$ cat config.mk
export PLATFORM = sky130hd
export DESIGN_NAME = board_ctrl_top
export DESIGN_NICKNAME = d
export VERILOG_FILES = /design/src/board_pkg.sv /design/src/board_ctrl_top.sv /design/src/host_watchdog.sv /design/src/mv_settle_timer.sv /design/src/board_regs.sv
export SDC_FILE = /design/constraint.sdc
export NUM_CORES = 1
export LEC_CHECK = 0
export BUFFER_PORTS_ARGS = -buffer_cell sky130_fd_sc_hd__buf_4
export CAP_MARGIN = 20
export CORE_MARGIN = 2
export CORE_UTILIZATION = 45
export DETAILED_ROUTE_END_ITERATION = 8
export GPL_TIMING_DRIVEN = 0
export PLACE_DENSITY = 0.82
export SLEW_MARGIN = 15
export SYNTH_ARGS = -nofsm -noshare
export SYNTH_HDL_FRONTEND = slang
export SYNTH_SLANG_ARGS = --single-unit
$ cat constraint.sdc
create_clock -name sysclk -period 3.9 [get_ports sysclk]
set_clock_uncertainty 0.1 [all_clocks]
set_input_delay 1.17 -clock sysclk [delete_from_list [all_inputs] [get_ports sysclk]]
set_output_delay 1.17 -clock sysclk [all_outputs]
set_load 0.1 [all_outputs]
$ cat src/board_pkg.sv
// ------------------------------
// board control package: address map, register offsets,
// host bus and board structs, write-data union
// ------------------------------
`default_nettype none

package board_pkg;

    // ------------------------------
    // address map
    // ------------------------------
    localparam logic [3:0] ADDR_MAIN   = 4'h0;   // board register space

    localparam logic [3:0] REG_STATUS  = 4'h0;   // status / command word
    localparam logic [3:0] REG_WDOG    = 4'h3;   // watchdog period
    localparam logic [3:0] REG_VERSION = 4'h4;   // firmware version
    localparam logic [3:0] REG_TEMPSNS = 4'h5;   // temperature sensor
    localparam logic [3:0] REG_DIGIOUT = 4'h6;   // digital outputs
    localparam logic [3:0] REG_DIGIN   = 4'ha;   // limits and home
    localparam logic [3:0] REG_DSSTAT  = 4'hd;   // dallas chip status

    // host register address, top nibble first
    typedef struct packed {
        logic [3:0] space;
        logic [3:0] chan;
        logic [3:0] block;   // must be zero for board regs
        logic [3:0] offset;
    } reg_addr_t;

    // status register command bits, as written by the host
    typedef struct packed {
        logic [6:0]  upper;
        logic        dout_cfg_reset;    // bit 24
        logic        ioexp_cfg_reset;   // bit 23
        logic        dac_test_reset;    // bit 22
        logic [1:0]  reboot;            // handled elsewhere
        logic        pwr_mask;          // bit 19
        logic        pwr_val;
        logic        relay_mask;        // bit 17
        logic        relay_val;
        logic [15:0] lower;
    } status_cmd_t;

    // write word: status command or plain number
    typedef union packed {
        status_cmd_t cmd;
        logic [31:0] raw;
    } host_wdata_u;

    typedef struct packed {
        logic        strobe;   // one cycle per write
        reg_addr_t   addr;
        host_wdata_u data;
    } host_wr_t;

    // sense inputs from the board
    typedef struct packed {
        logic [31:0] dout;
        logic [7:0]  neg_limit;
        logic [7:0]  pos_limit;
        logic [7:0]  home;
        logic [1:0]  mv_good;
        logic [1:0]  safety_fb;
        logic [1:0]  mv_fb;
        logic [3:0]  board_id;
        logic [31:0] temp_sense;
        logic [31:0] ds_status;
        logic [1:0]  dout_cfg_valid;
        logic [1:0]  dout_cfg_bidir;
        logic [1:0]  quad_dac;
        logic [1:0]  ioexp_present;
    } board_in_t;

    // control outputs to the board
    typedef struct packed {
        logic [1:0] pwr_enable;
        logic       relay_on;
        logic       dout_cfg_reset;
        logic       dac_test_reset;
        logic       ioexp_cfg_reset;
        logic [1:0] mv_amp_disable;
    } board_ctrl_t;

    // write to the board register block of the main space
    function automatic logic is_main_write(host_wr_t wr);
        return wr.strobe && (wr.addr.space == ADDR_MAIN) && (wr.addr.block == 4'd0);
    endfunction

endpackage

`default_nettype wire
$ cat src/board_ctrl_top.sv
// ------------------------------
// board control top: register file, settle timers, watchdog
// ------------------------------
`timescale 1ns/1ps
`default_nettype none

module board_ctrl_top #(
    parameter logic [3:0]  NUM_CHAN      = 4'd8,
    parameter logic [31:0] VERSION       = 32'h44514c41,   // "DQLA"
    parameter logic [23:0] SETTLE_CYCLES = 24'd1966080,    // about 40 ms
    parameter int unsigned WDOG_SHIFT    = 8
) (
    input  wire logic                  sysclk,
    input  wire logic                  reset,
    input  wire board_pkg::host_wr_t   host_wr,
    input  wire board_pkg::reg_addr_t  reg_raddr,
    input  wire board_pkg::board_in_t  board_in,
    output logic [31:0]                reg_rdata,
    output board_pkg::board_ctrl_t     ctrl
);

    logic        pwr_enable_cmd;    // status write with power on
    logic        wdog_timeout;
    logic [15:0] wdog_period;
    logic [1:0]  mv_amp_disable;    // one bit per amplifier pair

    board_regs #(
        .NUM_CHAN (NUM_CHAN),
        .VERSION  (VERSION)
    ) board_regs_i (
        .sysclk         (sysclk),
        .reset          (reset),
        .host_wr        (host_wr),
        .reg_raddr      (reg_raddr),
        .board_in       (board_in),
        .mv_amp_disable (mv_amp_disable),
        .wdog_timeout   (wdog_timeout),
        .wdog_period    (wdog_period),
        .pwr_enable_cmd (pwr_enable_cmd),
        .ctrl           (ctrl),
        .reg_rdata      (reg_rdata)
    );

    // ------------------------------
    // one settle timer per pair
    // ------------------------------
    for (genvar p = 0; p < 2; p++) begin : g_mv_settle
        mv_settle_timer #(
            .SETTLE_CYCLES (SETTLE_CYCLES)
        ) mv_settle_timer_i (
            .sysclk      (sysclk),
            .reset       (reset),
            .mv_good     (board_in.mv_good[p]),
            .amp_disable (mv_amp_disable[p])
        );
    end

    host_watchdog #(
        .WDOG_SHIFT (WDOG_SHIFT)
    ) host_watchdog_i (
        .sysclk         (sysclk),
        .reset          (reset),
        .host_wr        (host_wr),
        .pwr_enable_cmd (pwr_enable_cmd),
        .wdog_timeout   (wdog_timeout),
        .wdog_period    (wdog_period)
    );

endmodule

`default_nettype wire

$ cat src/host_watchdog.sv
// ------------------------------
// host watchdog: period register, prescaled idle counter,
// sticky timeout flag
// ------------------------------
`timescale 1ns/1ps
`default_nettype none

module host_watchdog #(
    parameter int unsigned WDOG_SHIFT = 8     // prescale, 2^shift clocks per period tick
) (
    input  wire logic                 sysclk,
    input  wire logic                 reset,
    input  wire board_pkg::host_wr_t  host_wr,
    input  wire logic                 pwr_enable_cmd,   // clears the timeout
    output logic                      wdog_timeout,
    output logic [15:0]               wdog_period       // 0 disables the watchdog
);
    import board_pkg::*;

    localparam int unsigned CNT_W = 16 + WDOG_SHIFT;

    logic             write_main;
    logic [CNT_W-1:0] idle_count;    // clocks since last host write
    logic [CNT_W-1:0] limit;         // period in clocks
    logic             wdog_on;

    assign write_main = is_main_write(host_wr);
    assign wdog_on    = (wdog_period != 16'd0);
    assign limit      = CNT_W'(wdog_period) << WDOG_SHIFT;

    // ------------------------------
    // period register
    // ------------------------------
    always_ff @(posedge sysclk) begin
        if (reset)
            wdog_period <= 16'd0;
        else if (write_main && (host_wr.addr.offset == REG_WDOG))
            wdog_period <= host_wr.data.raw[15:0];   // low half of the raw word
    end

    // ------------------------------
    // idle counter
    // ------------------------------
    always_ff @(posedge sysclk) begin
        if (reset) begin
            idle_count <= '0;
        end else if (write_main || !wdog_on) begin
            idle_count <= '0;                  // host is alive, start over
        end else if (idle_count < limit) begin
            idle_count <= idle_count + 1'b1;   // stops at the limit
        end
    end

    // sticky flag, set on the edge the count reaches the limit
    always_ff @(posedge sysclk) begin
        if (reset)
            wdog_timeout <= 1'b0;
        else if (pwr_enable_cmd)
            wdog_timeout <= 1'b0;
        else if (wdog_on && !write_main && (idle_count == limit - 1'b1))
            wdog_timeout <= 1'b1;
    end

endmodule

`default_nettype wire

$ cat src/mv_settle_timer.sv
// ------------------------------
// motor voltage settle timer for one amplifier pair
// ------------------------------
`timescale 1ns/1ps
`default_nettype none

module mv_settle_timer #(
    parameter logic [23:0] SETTLE_CYCLES = 24'd1966080   // 7680 x 256 clocks
) (
    input  wire logic sysclk,
    input  wire logic reset,
    input  wire logic mv_good,      // motor supply present
    output logic      amp_disable   // hold amplifiers off
);

    // count value seen on the edge that ends the delay
    localparam logic [23:0] LAST = SETTLE_CYCLES - 24'd1;

    logic [23:0] settle_count;

    // ------------------------------
    // delay after supply comes up
    // ------------------------------
    always_ff @(posedge sysclk) begin
        if (reset) begin
            settle_count <= 24'd0;
            amp_disable  <= 1'b1;              // amps off out of reset
        end else if (!mv_good) begin
            // any drop restarts the whole delay
            settle_count <= 24'd0;
            amp_disable  <= 1'b1;
        end else if (settle_count != SETTLE_CYCLES) begin
            settle_count <= settle_count + 24'd1;
            amp_disable  <= (settle_count != LAST);   // release on the final count
        end
        // once settled, counter parks and amps stay enabled
    end

endmodule

`default_nettype wire

$ cat src/board_regs.sv
// ------------------------------
// board register file: status command decode, control
// outputs, reset pulses and registered read mux
// ------------------------------
`timescale 1ns/1ps
`default_nettype none

module board_regs #(
    parameter logic [3:0]  NUM_CHAN = 4'd8,
    parameter logic [31:0] VERSION  = 32'h44514c41   // "DQLA"
) (
    input  wire logic                   sysclk,
    input  wire logic                   reset,
    input  wire board_pkg::host_wr_t    host_wr,         // write strobe, address, data
    input  wire board_pkg::reg_addr_t   reg_raddr,       // held read address
    input  wire board_pkg::board_in_t   board_in,
    input  wire logic [1:0]             mv_amp_disable,  // from settle timers
    input  wire logic                   wdog_timeout,
    input  wire logic [15:0]            wdog_period,
    output logic                        pwr_enable_cmd,  // host asks for power on
    output board_pkg::board_ctrl_t      ctrl,
    output logic [31:0]                 reg_rdata
);
    import board_pkg::*;

    logic        write_main;      // write to board block
    logic        write_status;    // write to status register
    status_cmd_t cmd;             // command view of write data

    logic [1:0]  pwr_enable;
    logic        relay_on;
    logic        dout_cfg_reset;
    logic        ioexp_cfg_reset;
    logic        dac_test_reset;

    logic [31:0] reg_status;
    logic [31:0] reg_digin;

    // ------------------------------
    // write decode
    // ------------------------------
    assign write_main   = is_main_write(host_wr);
    assign write_status = write_main && (host_wr.addr.offset == REG_STATUS);
    assign cmd          = host_wr.data.cmd;

    // power-on request also clears the watchdog flag
    assign pwr_enable_cmd = write_status && cmd.pwr_mask && cmd.pwr_val;

    // relay and power state, each bit written only where its mask is set
    always_ff @(posedge sysclk) begin
        if (reset) begin
            relay_on   <= 1'b0;
            pwr_enable <= 2'b00;
        end else begin
            if (write_status && cmd.relay_mask)
                relay_on <= cmd.relay_val;
            // timeout drops power unless the host re-enables this cycle
            if (wdog_timeout && !pwr_enable_cmd)
                pwr_enable <= 2'b00;
            else if (write_status && cmd.pwr_mask)
                pwr_enable <= {2{cmd.pwr_val}};
        end
    end

    // reset pulses, high for one cycle after the command
    always_ff @(posedge sysclk) begin
        if (reset) begin
            dout_cfg_reset  <= 1'b0;
            ioexp_cfg_reset <= 1'b0;
            dac_test_reset  <= 1'b0;
        end else if (write_status) begin
            dout_cfg_reset  <= cmd.dout_cfg_reset;   // re-check dout config
            ioexp_cfg_reset <= cmd.ioexp_cfg_reset;  // redetect io expander
            dac_test_reset  <= cmd.dac_test_reset;   // rerun dac type test
        end else begin
            dout_cfg_reset  <= 1'b0;
            ioexp_cfg_reset <= 1'b0;
            dac_test_reset  <= 1'b0;
        end
    end

    assign ctrl = board_ctrl_t'{
        pwr_enable:      pwr_enable,
        relay_on:        relay_on,
        dout_cfg_reset:  dout_cfg_reset,
        dac_test_reset:  dac_test_reset,
        ioexp_cfg_reset: ioexp_cfg_reset,
        mv_amp_disable:  mv_amp_disable
    };

    // ------------------------------
    // read words
    // ------------------------------
    // software expects board_id in 27:24 and wdog_timeout in bit 23
    assign reg_status = {
        // byte 3
        NUM_CHAN, board_in.board_id,
        // byte 2
        wdog_timeout, board_in.quad_dac, 1'b0,
        &board_in.mv_good,                       // both supplies good
        &pwr_enable, 1'b0, relay_on,
        // byte 1
        board_in.mv_good, 2'b00, board_in.dout_cfg_valid, board_in.dout_cfg_bidir,
        // byte 0, dout bit 31 flags a running waveform
        board_in.safety_fb, board_in.mv_fb, board_in.dout[31], 1'b0,
        board_in.ioexp_present
    };

    assign reg_digin = {board_in.dout[7:0], board_in.neg_limit,
                        board_in.pos_limit, board_in.home};

    // read mux, holds its value during a write cycle
    always_ff @(posedge sysclk) begin
        if (reset) begin
            reg_rdata <= 32'd0;
        end else if (!write_main) begin
            case (reg_raddr.offset)
                REG_STATUS:  reg_rdata <= reg_status;
                REG_VERSION: reg_rdata <= VERSION;
                REG_TEMPSNS: reg_rdata <= board_in.temp_sense;
                REG_DIGIOUT: reg_rdata <= board_in.dout;
                REG_DSSTAT:  reg_rdata <= board_in.ds_status;
                REG_DIGIN:   reg_rdata <= reg_digin;
                REG_WDOG:    reg_rdata <= {16'd0, wdog_period};
                default:     reg_rdata <= 32'd0;   // unmapped offsets
            endcase
        end
    end

endmodule

`default_nettype wire

==> results.txt <==
----------------------------------------------------
[Outcome]
  Run status ... complete, no violations

[Clock network]
  Quantity of hold-fixing buffers added after cts ... 0
  H-tree level count ... 4
  Number of CTS-inserted buffers ... 17
  # resized after CTS ... 0
  CTS Sinks ... around 130
  CTS tree ... done
  Root Buffer Master ... sky130_fd_sc_hd__clkbuf_16
  Max Root-Sink Buffers ... 2
  Clock input transition at the sequential cells of the worst setup and hold paths ... around 0.06 ns
  Latest clock arrival within the worst-skew pair ... about 0.42 ns
  Post-CTS Setup Bufs ... 0

[Final layout]
  Final layout net count ... 1335
  Layout cell share with drive strength beyond 1 ... 0.248
  Relative area change from synthesis to final layout ... 34.8%
  Fraction of the core area covered by cells at the end of the flow ... 0.615
  Non-Filler Instances ... between 1000 and 1500

[Synthesis]
  YS warnings ... 0
  Cell taking the most area after synthesis ... sky130_fd_sc_hd__dfxtp_1
  Fraction of synthesized cell area taken by the top area cell type ... 0.358
  Total nets after synthesis ... roughly 1100
  Primary flip-flop cell chosen by synthesis mapping ... sky130_fd_sc_hd__dfxtp_1
  Cell types with the highest counts after synthesis ... sky130_fd_sc_hd__nor2_1, sky130_fd_sc_hd__dfxtp_1, sky130_fd_sc_hd__a21oi_1
  Syn avg cell area ... between 8 and 9 um^2
  #FFs+latches synth ... about 130
  Sequential-to-total area share from yosys stat ... 0.358
  Count of flip-flops with a built-in enable after synthesis ... 0
  Post-synthesis async set-or-reset flop share ... 0
  Top-count cell post-synth ... sky130_fd_sc_hd__nor2_1
  Count of mapped cells out of synthesis ... ~870
  Count of distinct cell types in the synthesized netlist ... 62
  Leading post-synthesis cells by cell area ... sky130_fd_sc_hd__dfxtp_1, sky130_fd_sc_hd__nor2_1, sky130_fd_sc_hd__a21oi_1
  Area of the mapped netlist ... 7170 um^2

[Setup path]
  Critical setup path kind ... input port to flop
  Setup crit end kind ... flop
  Required time of the worst setup path ... around 4.2 ns
  Arrival time worst endpoint ... 3.46 ns
  Highest net fanout along the worst path ... 10
  Launching element type of the critical path ... input port

[Detailed routing]
  Uppermost layer routed ... met4
  1st-iter DRT viols ... about 900
  Vias post-DR ... 7816
  Met2 routed wirelength ... roughly 12000 um
  Detailed route wirelength on metal3 ... ~2500 um
  Routed length on met1 ... 9610 um
  Via density ... between 5 and 6
  Post-route antenna net violation count ... 0
  Final routed wire length divided by cell count ... just under 20 um
  Number of remaining DRC errors ... 0
  DR pass1 iterations ... 9
  Final routed wirelength across all metal layers ... between 20000 and 30000 um

[Floorplanning]
  Core area ... approximately 16000 um^2
  Die outline width ... around 130 um
  Site Rows ... 46
  Number of ports placed on the die boundary ... 245
  Starting density of the core ... 0.456
  Die area ... between 15000 and 20000 um^2
  Vertical extent of the die ... roughly 130 um

[Placement]
  DP HPWL ... 19800 um
  Weighted congestion reported at the end of routability-driven placement ... approximately 0.97
  Placed Cells incl. Taps ... between 1000 and 1500
  Buffers added on ports ... approximately 220

[Global route]
  Global-route wire length before repair ... roughly 39000 um
  Remaining global-route overflow ... 0
  Via count of the first global-routing pass ... about 7400
  Pin count of the biggest net entering global routing ... 17
  Initial antenna violation count ... 1
  Gr usage total ... 0.307

[Power]
  Peak supply drop ... between 300 and 400 uV
  Leakage component of the power ... ~0.004 uW
  Areal power density over the cells ... roughly 340 nW/um^2
  Total power consumption of the routed design ... ~3300 uW

[Flow run]
  Max capacitance violation total ... 0

[STA]
  Final hold slack ... between 0.3 and 0.4 ns
  Total setup violations reported at the end of the flow ... 0
  TNS Setup ... 0 ns
  Number of failing hold endpoints at the final stage ... 0
  Final worst path period share ... 0.823
  Least-Margin Pin Slew ... 1.17 ns
  Number of pins exceeding their max-slew limit in the final report ... 0
  RSZ-0062 raised after global routing ... false
  Post-layout minimum cycle time ... 3.21 ns
  Relative slew slack ... 0.212
  Peak Freq ... slightly above 300 MHz

[Hold path]
  Worst hold path type ... flop to flop

----------------------------------------------------
## cell usage in the layout, fill, tap and decap left out, drive strengths merged, types with 5 or more instances in the layout
master and instances:
and4 5, and3 17, a222oi 23, a22oi 33, nand2b 7, a31o 5
xor2 33, nand2 53, clkbuf 66, a21oi 67, a31oi 23, dfxtp 128
nor4b 6, buf 234, nor4 20, a221oi 8, o21ai 15, mux2i 27
nor2 131, xnor2 33, a41o 5, or3 13, inv 29, and2 6
nand4 19, ha 22, or4 6, nand3 28, nor3 12
## state kept, by name, indices dropped and copies added, names as in the netlist
name                                        flops
board_regs_i.dac_test_reset                     1
board_regs_i.dout_cfg_reset                     1
board_regs_i.ioexp_cfg_reset                    1
board_regs_i.pwr_enable                         1
board_regs_i.reg_rdata                         32
board_regs_i.relay_on                           1
g_mv_settle.mv_settle_timer_i.amp_disable       2
g_mv_settle.mv_settle_timer_i.settle_count     48
host_watchdog_i.idle_count                     24
host_watchdog_i.wdog_period                    16
host_watchdog_i.wdog_timeout                    1
## stage by stage
| stage | setup slack [ns] | instance area [um^2] |
|---|---|---|
| 2_1_floorplan | 0.973 | 7170 |
| 3_3_place_gp | 0.353 | 9070 |
| 3_5_place_dp | 0.327 | 9070 |
| 4_1_cts | 0.692 | 9660 |
| 5_1_grt | 0.448 | 9660 |
| 6_report | 0.691 | 9660 |
## cell type report
class | count | area [um^2]
Timing Repair Buffer | 217 | 1630
Clock buffer | 23 | 488
Tap cell | 216 | 270
Fill cell | 1353 | 6050
Clock inverter | 9 | 106
Antenna cell | 1 | 2.50
Inverter | 29 | 109
Buffer | 60 | 259
Multi-Input combinational cell | 655 | 4240
Sequential cell | 128 | 2560
## power by group
part | leakage (uW) | switching [uW] | internal [uW]
logic | 0.00260 | 218 | 168
registers | 0.00103 | 10.7 | 1320
clock network | 0.000285 | 588 | 1010
## critical path, stage by stage
cell	delay, ns
sky130_fd_sc_hd__clkbuf_1	0.19
sky130_fd_sc_hd__nor4_1	0.93
sky130_fd_sc_hd__clkbuf_1	0.58
sky130_fd_sc_hd__a22oi_1	0.21
sky130_fd_sc_hd__a31oi_1	0.21
sky130_fd_sc_hd__a21oi_1	0.06
sky130_fd_sc_hd__nor2_1	0.11
## path summary, 6_finish.rpt
check	endpoint	from	cells past startpoint	slack, ns
max reg2reg	host_watchdog_i.idle_count[23]	host_watchdog_i.wdog_period[1]	11	0.72
min reg2reg	flop	flop	2	0.38
max	board_regs_i.reg_rdata[14]	reg_raddr[0]	7	0.69
min	flop	flop	2	0.38
## layer usage
metal | track usage | vias to the layer above
met3 | 0.0869 | 118
met1 | 0.347 | 3577
met5 | 0 | -
met2 | 0.508 | 446
li1 | - | 3675
met4 | 0.196 | 0
## kinds of logic after synthesis
logic type | after synthesis | share of synthesized area
buf+inv | 89 | 0.0513
flops | 128 | 0.358
xor+xnor | 66 | 0.0807
fa+ha+maj | 22 | 0.0384
mux | 29 | 0.0409
simple gates | 339 | 0.240
compound gates | 199 | 0.192
Note: power is estimated with default switching activity, not from simulation.
